[config.mk]
export PLATFORM = sky130hd
export DESIGN_NAME = video_top
export DESIGN_NICKNAME = d
export VERILOG_FILES = /design/src/verilog/video_pkg.sv /design/src/verilog/char_layer.sv /design/src/verilog/colmix.sv /design/src/verilog/pxl_align.sv /design/src/verilog/star_layer.sv /design/src/verilog/video_ctrl.sv /design/src/verilog/video_top.sv
export VERILOG_INCLUDE_DIRS = /design/src /design/src/verilog
export SDC_FILE = /design/constraint.sdc
export NUM_CORES = 2
export LEC_CHECK = 0
export BUFFER_PORTS_ARGS = -buffer_cell sky130_fd_sc_hd__buf_4
export CAP_MARGIN = 20
export CORE_UTILIZATION = 50
export DETAILED_ROUTE_END_ITERATION = 10
export PLACE_DENSITY = 0.68
export SYNTH_ARGS = -nofsm -noshare
export SYNTH_HDL_FRONTEND = slang
export SYNTH_SLANG_ARGS = --single-unit
[constraint.sdc]
create_clock -name clk -period 8.86 [get_ports clk]
set_clock_uncertainty 0.15 [all_clocks]
set_input_delay 0.886 -clock clk [delete_from_list [all_inputs] [get_ports clk]]
set_output_delay 0.886 -clock clk [all_outputs]
set_load 0.01 [all_outputs]
[src/verilog/video_settings.svh]
// Sizes for the tile video generator
// Raster timing, tile map, palette and pipeline depths
`ifndef VIDEO_SETTINGS_SVH
`define VIDEO_SETTINGS_SVH

// Raster in pixel clocks and lines
`define VID_HTOTAL       64
`define VID_VTOTAL       40
`define VID_HVIS         48
`define VID_VVIS         32
`define VID_HSYNC_START  52
`define VID_VSYNC_START  34

// Character layer
`define VID_TILES_X      6
`define VID_TILES_Y      4
`define VID_GLYPHS       16

`define VID_PAL_SIZE     16
`define VID_CHAR_DLY     2

`endif

[src/verilog/video_pkg.sv]
// Types shared by the tile video generator and its testbench
`include "video_settings.svh"

package video_pkg;

    localparam int HW     = $clog2(`VID_HTOTAL);
    localparam int VW     = $clog2(`VID_VTOTAL);
    localparam int PAL_AW = $clog2(`VID_PAL_SIZE);

    // One pixel slot of the raster
    typedef struct packed {
        logic [HW-1:0] h;
        logic [VW-1:0] v;
        logic          de;
        logic          hsync;
        logic          vsync;
        logic          frame_start;
    } raster_t;

    typedef struct packed {
        logic       char_on;
        logic       star_on;
        logic [3:0] star_speed;
    } layer_ctrl_t;

    typedef enum logic [1:0] {
        MEM_NONE    = 2'd0,
        MEM_TILE    = 2'd1,
        MEM_GLYPH   = 2'd2,
        MEM_PALETTE = 2'd3
    } mem_target_e;

    typedef struct packed {
        mem_target_e target;
        logic [7:0]  addr;
        logic [11:0] data;
    } mem_wr_t;

    typedef struct packed {
        logic       opaque;
        logic [2:0] color;
    } char_pxl_t;

    // Colour 0 means no star
    typedef struct packed {
        logic [2:0] color;
    } star_pxl_t;

    typedef struct packed {
        logic [3:0] red;
        logic [3:0] green;
        logic [3:0] blue;
    } rgb_t;

    typedef struct packed {
        rgb_t rgb;
        logic de;
        logic hsync;
        logic vsync;
    } video_out_t;

endpackage

[src/verilog/char_layer.sv]
// Character layer of 8x8 tiles
// Tile map and glyph memories with a two-stage pixel lookup
`timescale 1ns/10ps
`include "video_settings.svh"

module char_layer (
    input  logic                  clk,
    input  video_pkg::raster_t    raster,
    input  logic                  char_on,
    input  video_pkg::mem_wr_t    mem_wr,
    output video_pkg::char_pxl_t  pxl
);
    import video_pkg::*;

    localparam int TILES  = `VID_TILES_X * `VID_TILES_Y;
    localparam int TILE_W = $clog2(TILES);
    localparam int GLW    = $clog2(`VID_GLYPHS);

    // Tile entry: colour in 6:4, glyph in 3:0
    logic [6:0]        tile_mem  [TILES];
    logic [7:0]        glyph_mem [`VID_GLYPHS * 8];
    logic [TILE_W-1:0] tile_idx;
    logic [6:0]        tile_q;
    logic [2:0]        row_q;
    logic [2:0]        col_q;
    logic              de_q;
    logic [7:0]        glyph_row;

    assign tile_idx = TILE_W'(raster.v[VW-1:3]) * TILE_W'(`VID_TILES_X) +
                      TILE_W'(raster.h[HW-1:3]);

    always_ff @(posedge clk) begin
        if (mem_wr.target == MEM_TILE) begin
            tile_mem[mem_wr.addr[TILE_W-1:0]] <= mem_wr.data[6:0];
        end
        if (mem_wr.target == MEM_GLYPH) begin
            glyph_mem[mem_wr.addr[GLW+2:0]] <= mem_wr.data[7:0];
        end
    end

    // Stage 1, tile entry
    always_ff @(posedge clk) begin
        if (raster.de) begin
            tile_q <= tile_mem[tile_idx];
        end
        row_q <= raster.v[2:0];
        col_q <= raster.h[2:0];
        de_q  <= raster.de;
    end

    // Stage 2, glyph row and bit select
    assign glyph_row = glyph_mem[{tile_q[GLW-1:0], row_q}];

    always_ff @(posedge clk) begin
        pxl.opaque <= glyph_row[3'd7 - col_q] && char_on && de_q;
        pxl.color  <= tile_q[6:4];
    end

    // Decoder in the control block must keep tile writes in range
    a_tile_range: assert property (@(posedge clk)
        mem_wr.target == MEM_TILE |-> mem_wr.addr < 8'(TILES));

endmodule

[src/verilog/colmix.sv]
// Colour mixer
// Layer priority, palette lookup and registered RGB with blanking
`timescale 1ns/10ps
`include "video_settings.svh"

module colmix (
    input  logic                          clk,
    input  logic                          arst_n,
    input  video_pkg::raster_t            raster,
    input  video_pkg::char_pxl_t          char_pxl,
    input  video_pkg::star_pxl_t          star_pxl,
    input  video_pkg::mem_wr_t            mem_wr,
    input  logic [video_pkg::PAL_AW-1:0]  pal_rd_addr,
    output logic [11:0]                   pal_rd_data,
    output video_pkg::video_out_t         vout
);
    import video_pkg::*;

    rgb_t              pal_mem [`VID_PAL_SIZE];
    logic [PAL_AW-1:0] pal_idx;

    // Characters use the upper half of the palette
    always_comb begin
        if (char_pxl.opaque) begin
            pal_idx = PAL_AW'({1'b1, char_pxl.color});
        end else if (star_pxl.color != 3'd0) begin
            pal_idx = PAL_AW'(star_pxl.color);
        end else begin
            pal_idx = '0;
        end
    end

    always_ff @(posedge clk) begin
        if (mem_wr.target == MEM_PALETTE) begin
            pal_mem[mem_wr.addr[PAL_AW-1:0]] <= rgb_t'(mem_wr.data);
        end
        pal_rd_data <= pal_mem[pal_rd_addr];
    end

    always_ff @(posedge clk or negedge arst_n) begin
        if (!arst_n) begin
            vout <= '0;
        end else begin
            vout.rgb   <= raster.de ? pal_mem[pal_idx] : '0;
            vout.de    <= raster.de;
            vout.hsync <= raster.hsync;
            vout.vsync <= raster.vsync;
        end
    end

    a_blank_rgb: assert property (@(posedge clk) disable iff (!arst_n)
        !raster.de |=> vout.rgb == '0);

endmodule

[src/verilog/pxl_align.sv]
// Delay line for layer alignment
// Carries any packed payload DLY cycles
`timescale 1ns/10ps

module pxl_align #(
    parameter type T   = logic,
    parameter int  DLY = 1
) (
    input  logic  clk,
    input  logic  arst_n,
    input  T      din,
    output T      dout
);

    T pipe [DLY];

    always_ff @(posedge clk or negedge arst_n) begin
        if (!arst_n) begin
            for (int i = 0; i < DLY; i++) begin
                pipe[i] <= '0;
            end
        end else begin
            pipe[0] <= din;
            for (int i = 1; i < DLY; i++) begin
                pipe[i] <= pipe[i-1];
            end
        end
    end

    assign dout = pipe[DLY-1];

endmodule

[src/verilog/star_layer.sv]
// Scrolling star field
// One star per 16 columns, phase set by line and per-frame offset
`timescale 1ns/10ps

module star_layer (
    input  logic                  clk,
    input  logic                  arst_n,
    input  video_pkg::raster_t    raster,
    input  logic                  star_on,
    input  logic [3:0]            star_speed,
    output video_pkg::star_pxl_t  pxl
);
    import video_pkg::*;

    logic [6:0] offset;
    logic [6:0] off_use;
    logic [6:0] s;
    logic [3:0] v3;

    // New offset already applies on the frame_start pixel
    assign off_use = raster.frame_start ? offset + 7'(star_speed) : offset;
    assign s       = 7'(raster.h) + off_use;
    assign v3      = raster.v[3:0] + {raster.v[2:0], 1'b0};

    always_ff @(posedge clk or negedge arst_n) begin
        if (!arst_n) begin
            offset <= '0;
        end else if (raster.frame_start) begin
            offset <= off_use;
        end
    end

    always_ff @(posedge clk) begin
        if (star_on && raster.de && s[3:0] == v3) begin
            pxl.color <= s[6:4] ^ raster.v[2:0];
        end else begin
            pxl.color <= 3'd0;
        end
    end

endmodule

[src/verilog/video_ctrl.sv]
// Video control block
// AXI4-Lite register file, memory write decode and raster counters
`timescale 1ns/10ps
`include "video_settings.svh"

module video_ctrl (
    input  logic                          clk,
    input  logic                          arst_n,
    input  logic [11:0]                   awaddr,
    input  logic                          awvalid,
    output logic                          awready,
    input  logic [31:0]                   wdata,
    input  logic                          wvalid,
    output logic                          wready,
    output logic [1:0]                    bresp,
    output logic                          bvalid,
    input  logic                          bready,
    input  logic [11:0]                   araddr,
    input  logic                          arvalid,
    output logic                          arready,
    output logic [31:0]                   rdata,
    output logic [1:0]                    rresp,
    output logic                          rvalid,
    input  logic                          rready,
    output logic [video_pkg::PAL_AW-1:0]  pal_rd_addr,
    input  logic [11:0]                   pal_rd_data,
    output video_pkg::raster_t            raster,
    output video_pkg::layer_ctrl_t        layer_ctrl,
    output video_pkg::mem_wr_t            mem_wr
);
    import video_pkg::*;

    localparam int TILES = `VID_TILES_X * `VID_TILES_Y;

    logic [HW-1:0]     h_cnt;
    logic [VW-1:0]     v_cnt;
    logic [15:0]       frame_cnt;
    logic [1:0]        ctrl_q;
    logic [3:0]        speed_q;
    logic              wr_go;
    logic              rd_go;
    mem_target_e       wr_target;
    logic [7:0]        wr_addr;
    logic              rd_pal;
    logic [PAL_AW-1:0] rd_pal_addr;
    logic [31:0]       rd_word;

    function automatic logic addr_mapped(input logic [11:0] a);
        return (a[11:2] <= 10'd2) || (a[11:6] == 6'h01) ||
               (a[11:8] == 4'h1 && a[7:2] < 6'(TILES)) || (a[11:9] == 3'h1);
    endfunction

    assign wready     = awready;
    assign wr_go      = awready && awvalid && wvalid;
    assign layer_ctrl = '{char_on: ctrl_q[0], star_on: ctrl_q[1], star_speed: speed_q};

    // Memory write target from the write address
    always_comb begin
        wr_target = MEM_NONE;
        wr_addr   = '0;
        if (awaddr[11:6] == 6'h01) begin
            wr_target = MEM_PALETTE;
            wr_addr   = 8'(awaddr[5:2]);
        end else if (awaddr[11:8] == 4'h1 && awaddr[7:2] < 6'(TILES)) begin
            wr_target = MEM_TILE;
            wr_addr   = 8'(awaddr[7:2]);
        end else if (awaddr[11:9] == 3'h1) begin
            wr_target = MEM_GLYPH;
            wr_addr   = 8'(awaddr[8:2]);
        end
    end

    always_ff @(posedge clk or negedge arst_n) begin
        if (!arst_n) begin
            awready <= 1'b0;
            bvalid  <= 1'b0;
            bresp   <= 2'd0;
            ctrl_q  <= '0;
            speed_q <= '0;
            mem_wr  <= '0;
        end else begin
            // One-cycle ready, no new write while a response waits
            awready       <= awvalid && wvalid && !awready && !bvalid;
            mem_wr.target <= MEM_NONE;
            if (wr_go) begin
                bvalid <= 1'b1;
                bresp  <= addr_mapped(awaddr) ? 2'd0 : 2'd2;
                mem_wr <= '{target: wr_target, addr: wr_addr, data: wdata[11:0]};
                if (awaddr[11:2] == 10'd0) begin
                    ctrl_q <= wdata[1:0];
                end
                if (awaddr[11:2] == 10'd1) begin
                    speed_q <= wdata[3:0];
                end
            end else if (bready) begin
                bvalid <= 1'b0;
            end
        end
    end

    // Palette address stays on the accepted one while rvalid waits
    assign arready     = !rvalid;
    assign rd_go       = arvalid && arready;
    assign pal_rd_addr = rvalid ? rd_pal_addr : araddr[PAL_AW+1:2];
    assign rdata       = rd_pal ? 32'(pal_rd_data) : rd_word;

    always_ff @(posedge clk or negedge arst_n) begin
        if (!arst_n) begin
            rvalid <= 1'b0;
            rresp  <= 2'd0;
            rd_pal <= 1'b0;
        end else if (rd_go) begin
            rvalid <= 1'b1;
            rresp  <= addr_mapped(araddr) ? 2'd0 : 2'd2;
            rd_pal <= araddr[11:6] == 6'h01;
        end else if (rready) begin
            rvalid <= 1'b0;
        end
    end

    always_ff @(posedge clk) begin
        if (rd_go) begin
            rd_pal_addr <= araddr[PAL_AW+1:2];
            case (araddr[11:2])
                10'd0:   rd_word <= 32'(ctrl_q);
                10'd1:   rd_word <= 32'(speed_q);
                10'd2:   rd_word <= 32'(frame_cnt);
                default: rd_word <= '0;
            endcase
        end
    end

    // Raster counters and timing flags
    always_ff @(posedge clk or negedge arst_n) begin
        if (!arst_n) begin
            h_cnt     <= '0;
            v_cnt     <= '0;
            raster    <= '0;
            frame_cnt <= '0;
        end else begin
            if (h_cnt == HW'(`VID_HTOTAL - 1)) begin
                h_cnt <= '0;
                v_cnt <= (v_cnt == VW'(`VID_VTOTAL - 1)) ? '0 : v_cnt + 1'b1;
            end else begin
                h_cnt <= h_cnt + 1'b1;
            end
            raster.h           <= h_cnt;
            raster.v           <= v_cnt;
            raster.de          <= h_cnt < HW'(`VID_HVIS) && v_cnt < VW'(`VID_VVIS);
            raster.hsync       <= h_cnt >= HW'(`VID_HSYNC_START) &&
                                  h_cnt <  HW'(`VID_HSYNC_START + 4);
            raster.vsync       <= v_cnt >= VW'(`VID_VSYNC_START) &&
                                  v_cnt <  VW'(`VID_VSYNC_START + 4);
            raster.frame_start <= h_cnt == '0 && v_cnt == '0;
            if (raster.frame_start) begin
                frame_cnt <= frame_cnt + 1'b1;
            end
        end
    end

    a_bvalid_hold: assert property (@(posedge clk) disable iff (!arst_n)
        bvalid && !bready |=> bvalid && $stable(bresp));

    a_rvalid_hold: assert property (@(posedge clk) disable iff (!arst_n)
        rvalid && !rready |=> rvalid && $stable(rresp));

endmodule

[src/verilog/video_top.sv]
// Tile video generator top level
// Control block, character and star layers, alignment and colour mixer
`timescale 1ns/10ps
`include "video_settings.svh"

module video_top (
    input  logic                   clk,
    input  logic                   arst_n,
    input  logic [11:0]            awaddr,
    input  logic                   awvalid,
    output logic                   awready,
    input  logic [31:0]            wdata,
    input  logic                   wvalid,
    output logic                   wready,
    output logic [1:0]             bresp,
    output logic                   bvalid,
    input  logic                   bready,
    input  logic [11:0]            araddr,
    input  logic                   arvalid,
    output logic                   arready,
    output logic [31:0]            rdata,
    output logic [1:0]             rresp,
    output logic                   rvalid,
    input  logic                   rready,
    output video_pkg::video_out_t  vout
);
    import video_pkg::*;

    raster_t           raster;
    raster_t           raster_dly;
    layer_ctrl_t       layer_ctrl;
    mem_wr_t           mem_wr;
    char_pxl_t         char_pxl;
    star_pxl_t         star_pxl;
    star_pxl_t         star_dly;
    logic [PAL_AW-1:0] pal_rd_addr;
    logic [11:0]       pal_rd_data;

    video_ctrl u_ctrl (
        .clk         ( clk          ),
        .arst_n      ( arst_n       ),
        .awaddr      ( awaddr       ),
        .awvalid     ( awvalid      ),
        .awready     ( awready      ),
        .wdata       ( wdata        ),
        .wvalid      ( wvalid       ),
        .wready      ( wready       ),
        .bresp       ( bresp        ),
        .bvalid      ( bvalid       ),
        .bready      ( bready       ),
        .araddr      ( araddr       ),
        .arvalid     ( arvalid      ),
        .arready     ( arready      ),
        .rdata       ( rdata        ),
        .rresp       ( rresp        ),
        .rvalid      ( rvalid       ),
        .rready      ( rready       ),
        .pal_rd_addr ( pal_rd_addr  ),
        .pal_rd_data ( pal_rd_data  ),
        .raster      ( raster       ),
        .layer_ctrl  ( layer_ctrl   ),
        .mem_wr      ( mem_wr       )
    );

    char_layer u_char (
        .clk         ( clk                ),
        .raster      ( raster             ),
        .char_on     ( layer_ctrl.char_on ),
        .mem_wr      ( mem_wr             ),
        .pxl         ( char_pxl           )
    );

    star_layer u_star (
        .clk         ( clk                   ),
        .arst_n      ( arst_n                ),
        .raster      ( raster                ),
        .star_on     ( layer_ctrl.star_on    ),
        .star_speed  ( layer_ctrl.star_speed ),
        .pxl         ( star_pxl              )
    );

    // Raster and stars wait for the slower character pipeline
    pxl_align #(
        .T   ( raster_t      ),
        .DLY ( `VID_CHAR_DLY )
    ) u_raster_dly (
        .clk    ( clk        ),
        .arst_n ( arst_n     ),
        .din    ( raster     ),
        .dout   ( raster_dly )
    );

    pxl_align #(
        .T   ( star_pxl_t        ),
        .DLY ( `VID_CHAR_DLY - 1 )
    ) u_star_dly (
        .clk    ( clk      ),
        .arst_n ( arst_n   ),
        .din    ( star_pxl ),
        .dout   ( star_dly )
    );

    colmix u_colmix (
        .clk         ( clk          ),
        .arst_n      ( arst_n       ),
        .raster      ( raster_dly   ),
        .char_pxl    ( char_pxl     ),
        .star_pxl    ( star_dly     ),
        .mem_wr      ( mem_wr       ),
        .pal_rd_addr ( pal_rd_addr  ),
        .pal_rd_data ( pal_rd_data  ),
        .vout        ( vout         )
    );

endmodule
# [Word-level counts from Yosys, hierarchy flattened]
# Memories as Yosys holds them, arrays and structs flattened. A register that Yosys moved wholly into a read port is not among the register bits.
# Cells that the tools add are included.
# W data, S select, Z words.
[classes] add_sub_neg=8 bitwise_logic=1 eq_ne=15 multipliers=1 mux=30 n_reduce_logical=34 magnitude_cmp=11
[ops] operator="$pmux W16 S3" count=1
[ops] operator="$mux W32" count=1
[ops] operator="$lt A6 B6 Y1 const B" count=4
[ops] operator="$mux W22" count=1
[ops] operator="$eq A10 B1 Y1 const B" count=2
[ops] operator="$le A10 B2 Y1 const B" count=2
[ops] operator="$logic_not A10 Y1" count=2
[ops] operator="$add A16 B1 Y16 const B" count=1
[ops] operator="$logic_and A1 B1 Y1" count=16
[ops] operator="$mux W8" count=2
[ops] operator="$mux W7" count=2
[ops] operator="$add A6 B1 Y6 const B" count=2
[ops] operator="$eq A6 B1 Y1 const B" count=2
[ops] operator="$eq A6 B6 Y1 const B" count=2
[ops] operator="$ge A6 B6 Y1 const B" count=2
[ops] operator="$logic_not A6 Y1" count=2
[ops] operator="$lt A6 B5 Y1 const B" count=2
[ops] operator="$mux W12" count=1
[ops] operator="$mux W6" count=2
[ops] operator="$mux W1" count=11
[ops] operator="$eq A10 B2 Y1 const B" count=1
[ops] operator="$mux W2" count=5
[ops] operator="$eq A4 B1 Y1 const B" count=2
[ops] operator="$mux W4" count=2
[ops] operator="19 further kinds" count=30
[totals] word_cells=145 mem_bits_rw=1384 register_bits=161 in_bits=63 output_inout_bits=56 memories=3
[memory_table] memory="u_char.glyph_mem" depth=128 word_bits=8 rd=1 rd_ports_with_merged_regs=0 wr=1 line_no="char_layer.sv:21" text="logic [7:0] glyph_mem [`VID_GLYPHS * 8];"
[memory_table] memory="u_colmix.pal_mem" depth=16 word_bits=12 rd=2 rd_ports_with_merged_regs=1 wr=1 line_no="colmix.sv:19" text="rgb_t pal_mem [`VID_PAL_SIZE];"
[memory_table] memory="u_char.tile_mem" depth=24 word_bits=7 rd=1 rd_ports_with_merged_regs=1 wr=1 line_no="char_layer.sv:20" text="logic [6:0] tile_mem [TILES];"

# [Longest topological paths before layout]
[depth] ltp_word=5 depth_mapped=14 ltp_nobuf=14

# [Modules after synthesis]
# A second synthesis with hierarchy kept.
[hier_totals] hier_cells=3245 hier_area_um2=62882.8
[by_module_without_submodules] module="char_layer" area_each_um2=47215.3 cells_each=2263 seq_area_each_um2=36224.7 instances=1
[by_module_without_submodules] module="colmix" area_each_um2=9561.7 cells_each=510 seq_area_each_um2=6381.1 instances=1
[by_module_without_submodules] module="video_ctrl" area_each_um2=4239.1 cells_each=338 seq_area_each_um2=2527.4 instances=1
[by_module_without_submodules] module="pxl_align (u_raster_dly)" area_each_um2=920.9 cells_each=48 seq_area_each_um2=800.8 instances=1
[by_module_without_submodules] module="star_layer" area_each_um2=870.8 cells_each=83 seq_area_each_um2=235.2 instances=1
[by_module_without_submodules] module="pxl_align (u_star_dly)" area_each_um2=75.1 cells_each=3 seq_area_each_um2=75.1 instances=1

# [Least setup slack after synthesis]
# No wires, ideal clock.
[synth_path] kind="register to register" from="register, netlist name u_ctrl.mem_wr[0]" to="memory u_char.glyph_mem[0][0], data pin" path_buffers=0 t_arrival_ns=2.193 slack_ns=5.920 path_stages_with_launch=1 setup_ns=0.597 path_cell_list="dfrtp_1"
[synth_lines] element="to (decl)" line_no="char_layer.sv:21"
# Straight into the memory's write port.

# [Worst setup path in the final report]
[layout_path] from="register u_char.row_q[0]" to="register u_char.pxl[3] (netlist bit)"
[layout_between] elab_chain_cells=5
[layout_rtl] element="from (decl)" line_no="char_layer.sv:24" text="logic [2:0] row_q;"
[layout_rtl] element="from (signal assigned)" line_no="char_layer.sv:46" text="row_q <= raster.v[2:0];"
[layout_rtl] element="$mem_v2 Z128 W8"
[layout_rtl] element="$bmux W1 S3" line_no="char_layer.sv:55" text="pxl.opaque <= glyph_row[3'd7 - col_q] && char_on && de_q;"
[layout_rtl] element="$mux W1 (implied by the code)" line_no="char_layer.sv:55"
[layout_rtl] element="$logic_and A1 B1 Y1 (2 in series)" line_no="char_layer.sv:55"
[layout_rtl] element="to (decl)" line_no="char_layer.sv:11" text="output video_pkg::char_pxl_t pxl"
# Every way passes these cells. The select of a mux whose other input is x is not followed.
# A chain may end at the register's enable or synchronous reset.

==> impl_results.md <==
* Fill count at 8914
* Leakage power at 21.78 nW
* Fmax achieved at 0.2195 GHz
* Layout cells sized above 1 at 0.2318
* Max Slew Vio Count at 0
* Combinational power share at 0.038
* Net switching power at 0.003359 W
* Critical-path cell list: buf_4 -> buf_4 -> mux4_2 -> o22ai_1 -> a211oi_1 -> nor3_1 -> nor4_1 -> o31ai_1 -> o22ai_1
* Crit path max fanout at 42
* Pwr Density at 224.5 nW/um^2
* Multi-input logic area at 15250 um^2
* Drt total wl at 141800 um
* Ys async rst share at 0.06990
* CTS tree: done
* Via Count at 31390
* Via density at 6.198
* Fin area at 68960 um^2
* Int Power at 0.01212 W
* Reg clk slew, reported paths at 0.06 ns
* RSZ-0062 raised after global routing: no
* Worst-skew pair later-pin latency at 0.78 ns
* WL/cell at 28.00 um
* Slew HR at 0.2296
* First-pass DRT Iterations at 8
* Vias in the first global route at 32280
* Num Clock Sinks at 1545
* Fin util at 0.5644
* Synth Flop Type: edfxtp_1
* Hpwl dp at 84290 um
* Top delay family on crit path: buffers and inverters
* Initial Util at 0.5054
* ANT nets after route at 0
* Max rail drop VDD at 0.1990 mV
* Setup TNS at 0 ns
* Die width at 353.4 um
* CP endpoint kind: flip-flop
* Die Footprint at 124900 um^2
* Wire length of the first global-routing pass at 211100 um
* Flop pwr share at 0.556
* Rows at 128
* Root Driver: clkbuf_16
* Synth Instances at 3189
* CP arrival at 5.06 ns
* Measured slew at the worst slew-check pin at 1.150 ns
* Syn Std Cell Area at 61760 um^2
* Sw Share at 0.2170
* Flip-flop and latch area at 45630 um^2
* CTS HTree Levels at 4
* WP buf/inv at 2
* CORE AREA at 122200 um^2
* Remaining routing DRC violations at 0
* Final WS setup at 4.304 ns
* Bufs on Longest Clock Path at 3
* Nets at 3400
* Post-CTS Resized at 0
* P&R area growth vs syn at 11.67%
* EDFF count, synth at 1411
* Violation count after the first detailed-route iteration at 3721
* Status: finished clean
* Post-synthesis sequential area ratio at 0.7383
* I/O pin cnt at 119
* Die Span Y at 353.4 um
* Synthesized flop and latch total at 1545
* Netlist cell types at 60
* Mean Syn Cell Area at 19.37 um^2
* Crit share post-route at 0.5143
* CP max stage delay at 0.78 ns
* Initial antenna violation count at 0
* Critical Path RT at 9.36 ns
* Startpoint Class: flip-flop
* CTS Buf Count at 153
* Total Routing Usage GR at 0.2297
* Grt ovf at 0
* Post-CTS setup buffer count at 0
* Largest net degree at the start of global routing at 104
* Yosys warns at 0
* Crit path kind: reg2reg
* Worst path slowest cell: dfxtp_4
* Minimum clock period at 4.556 ns
* Number of diodes at 0
* Post-DP Area at 64080 um^2
* Max-cap violations at 0
* Worst hold path class: in2reg
* Number of port buffers at 76
* Clock power share at 0.406
* Hold Vio Cnt, Final at 0
* Final Setup Violations at 0
* RD Place Congestion at 0.8803
* Pre-CTS WS at 4.380 ns
per-stage QoR:
step	std cells	power [W]	hold WS [ns]
global route	5064	0.01590	0.1156
detailed placement	4781	0.009357	0.1736
finish	5064	0.01548	0.1441
global placement	4777	0.009294	0.1727
floorplan	3206	0.009002	0.1663
CTS	5063	0.01558	0.08914
cell usage after synthesis (9+ instances only):
cell | n | area share
edfxtp_1 | 1411 | 0.69
mux4_2 | 365 | 0.13
nor2_1 | 213 | 0.013
nand2_1 | 151 | 0.0092
mux2i_1 | 135 | 0.022
dfrtp_1 | 108 | 0.044
clkbuf_1 | 89 | 0.0054
a21oi_1 | 58 | 0.0047
o221ai_1 | 53 | 0.0075
nand3_1 | 51 | 0.0041
and2_1 | 39 | 0.0040
a22oi_1 | 36 | 0.0044
buf_4 | 36 | 0.0044
xnor2_1 | 35 | 0.0050
o22ai_1 | 32 | 0.0032
buf_2 | 28 | 0.0023
nor2b_1 | 28 | 0.0028
o21ai_0 | 28 | 0.0023
a211oi_1 | 27 | 0.0033
mux2_2 | 27 | 0.0049
dfxtp_1 | 26 | 0.0084
nor3_1 | 24 | 0.0019
inv_1 | 22 | 0.0013
ha_1 | 19 | 0.0038
buf_1 | 17 | 0.0010
buf_6 | 17 | 0.0031
a31oi_1 | 15 | 0.0015
xor2_1 | 12 | 0.0017
and3_1 | 9 | 0.00091
final cells by class:
class | count | share of cell area
Multi-Input combinational cell | 1449 | 0.2212
Tap cell | 1625 | 0.02948
Timing Repair Buffer | 141 | 0.01591
Sequential cell | 1545 | 0.6617
Clock buffer | 192 | 0.05982
Inverter | 23 | 0.001252
Clock inverter | 89 | 0.01069
cell usage in the layout (no fill, tap or decap), types with 25 or more instances in the layout:
| master | count |
|---|---|
| edfxtp_1 | 1411 |
| and2_1 | 39 |
| nor2_1 | 202 |
| a22oi_1 | 36 |
| xnor2_1 | 35 |
| clkinv_2 | 25 |
| nand3_1 | 50 |
| dfrtp_1 | 99 |
| o21ai_0 | 28 |
| o22ai_1 | 32 |
| mux2i_1 | 129 |
| o221ai_1 | 53 |
| clkbuf_16 | 158 |
| nand2_1 | 150 |
| buf_4 | 136 |
| mux4_2 | 365 |
| clkbuf_1 | 29 |
| a211oi_1 | 27 |
| nor2b_1 | 25 |
| mux2_2 | 27 |
| clkinv_1 | 32 |
| a21oi_1 | 58 |
worst reg2reg max path, stage by stage, from the launching register on:
cell,delay (ns)
dfxtp_4,0.78
buf_4,0.63
buf_4,0.80
mux4_2,0.66
o22ai_1,0.13
a211oi_1,0.08
nor3_1,0.68
nor4_1,0.12
o31ai_1,0.30
o22ai_1,0.13
what timing repair did:
| item | 4_1_cts | 5_1_grt |
|---|---|---|
| hold endpoints to repair | 35 | 0 |
| hold buffers | 1 | 0 |
| endpoints found under the setup margin | 0 | 0 |
sequential cells by signal (all words and copies together), names as in the netlist, 4 cells and up:
name / cells
u_ctrl.mem_wr: 21
u_ctrl.speed_q: 4
u_char.glyph_mem: 1024
u_char.pxl: 4
u_star.offset: 7
u_colmix.vout: 15
u_ctrl.rd_word: 16
u_ctrl.v_cnt: 6
u_ctrl.raster: 16
u_ctrl.h_cnt: 6
u_colmix.pal_mem: 192
u_char.tile_mem: 168
u_ctrl.rd_pal_addr: 4
u_char.tile_q: 7
u_ctrl.frame_cnt: 16
u_colmix.pal_rd_data: 12
layer usage:
layer  up-vias  GRT usage  share of wire
met5         -          0              0
met4         0    0.06840          0.026
met3       243    0.04567          0.081
met2      1422     0.3695           0.49
met1     16500     0.3205           0.40
li1      13220          -              -
worst paths after layout:
kind | start | endpoint | slack, ns | depth (start not counted)
min in group asynchronous | arst_n | u_colmix.vout[12]$_DFF_PN0_ | 0.48 | 2
max reg2reg | u_char.row_q[0]$_DFF_P_ | u_char.pxl[3]$_DFF_P_ | 4.30 | 9
max | u_char.row_q[0]$_DFF_P_ | u_char.pxl[3]$_DFF_P_ | 4.30 | 9
min reg2reg | u_star.pxl[0]$_SDFF_PN0_ | u_star_dly.dout[0]$_DFF_PN0_ | 0.18 | 0
min | rready | u_ctrl.rvalid$_DFFE_PN0P_ | 0.14 | 2
max in group asynchronous | arst_n | u_ctrl.raster[13]$_DFF_PN0_ | 6.71 | 3
cell families (layout without fill, tap and decap cells):
logic type / Yosys count / in the layout / share of synthesized area
AND/OR/NAND/NOR: 547 / 547 / 0.03933
adder cells (fa/ha/maj): 24 / 24 / 0.005470
multiplexers: 527 / 527 / 0.1599
XOR/XNOR: 47 / 47 / 0.006666
flip-flops: 1545 / 1545 / 0.7383
AO/OA/AOI/OAI: 286 / 286 / 0.03203
buffers and inverters: 212 / 445 / 0.01823
other: 1 / 18 / 0.00006072
power by group through the flow:
stage                     Sequential (W)  Clock [W]  Combinational [W]
after global routing             0.00863    0.00665           0.000626
final                            0.00861    0.00629           0.000582
after floorplan                  0.00882          0           0.000177
after CTS                        0.00861    0.00638           0.000589
after detailed placement         0.00877          0           0.000589
after global placement           0.00874          0           0.000551
Power figures use the tool's default switching activity.
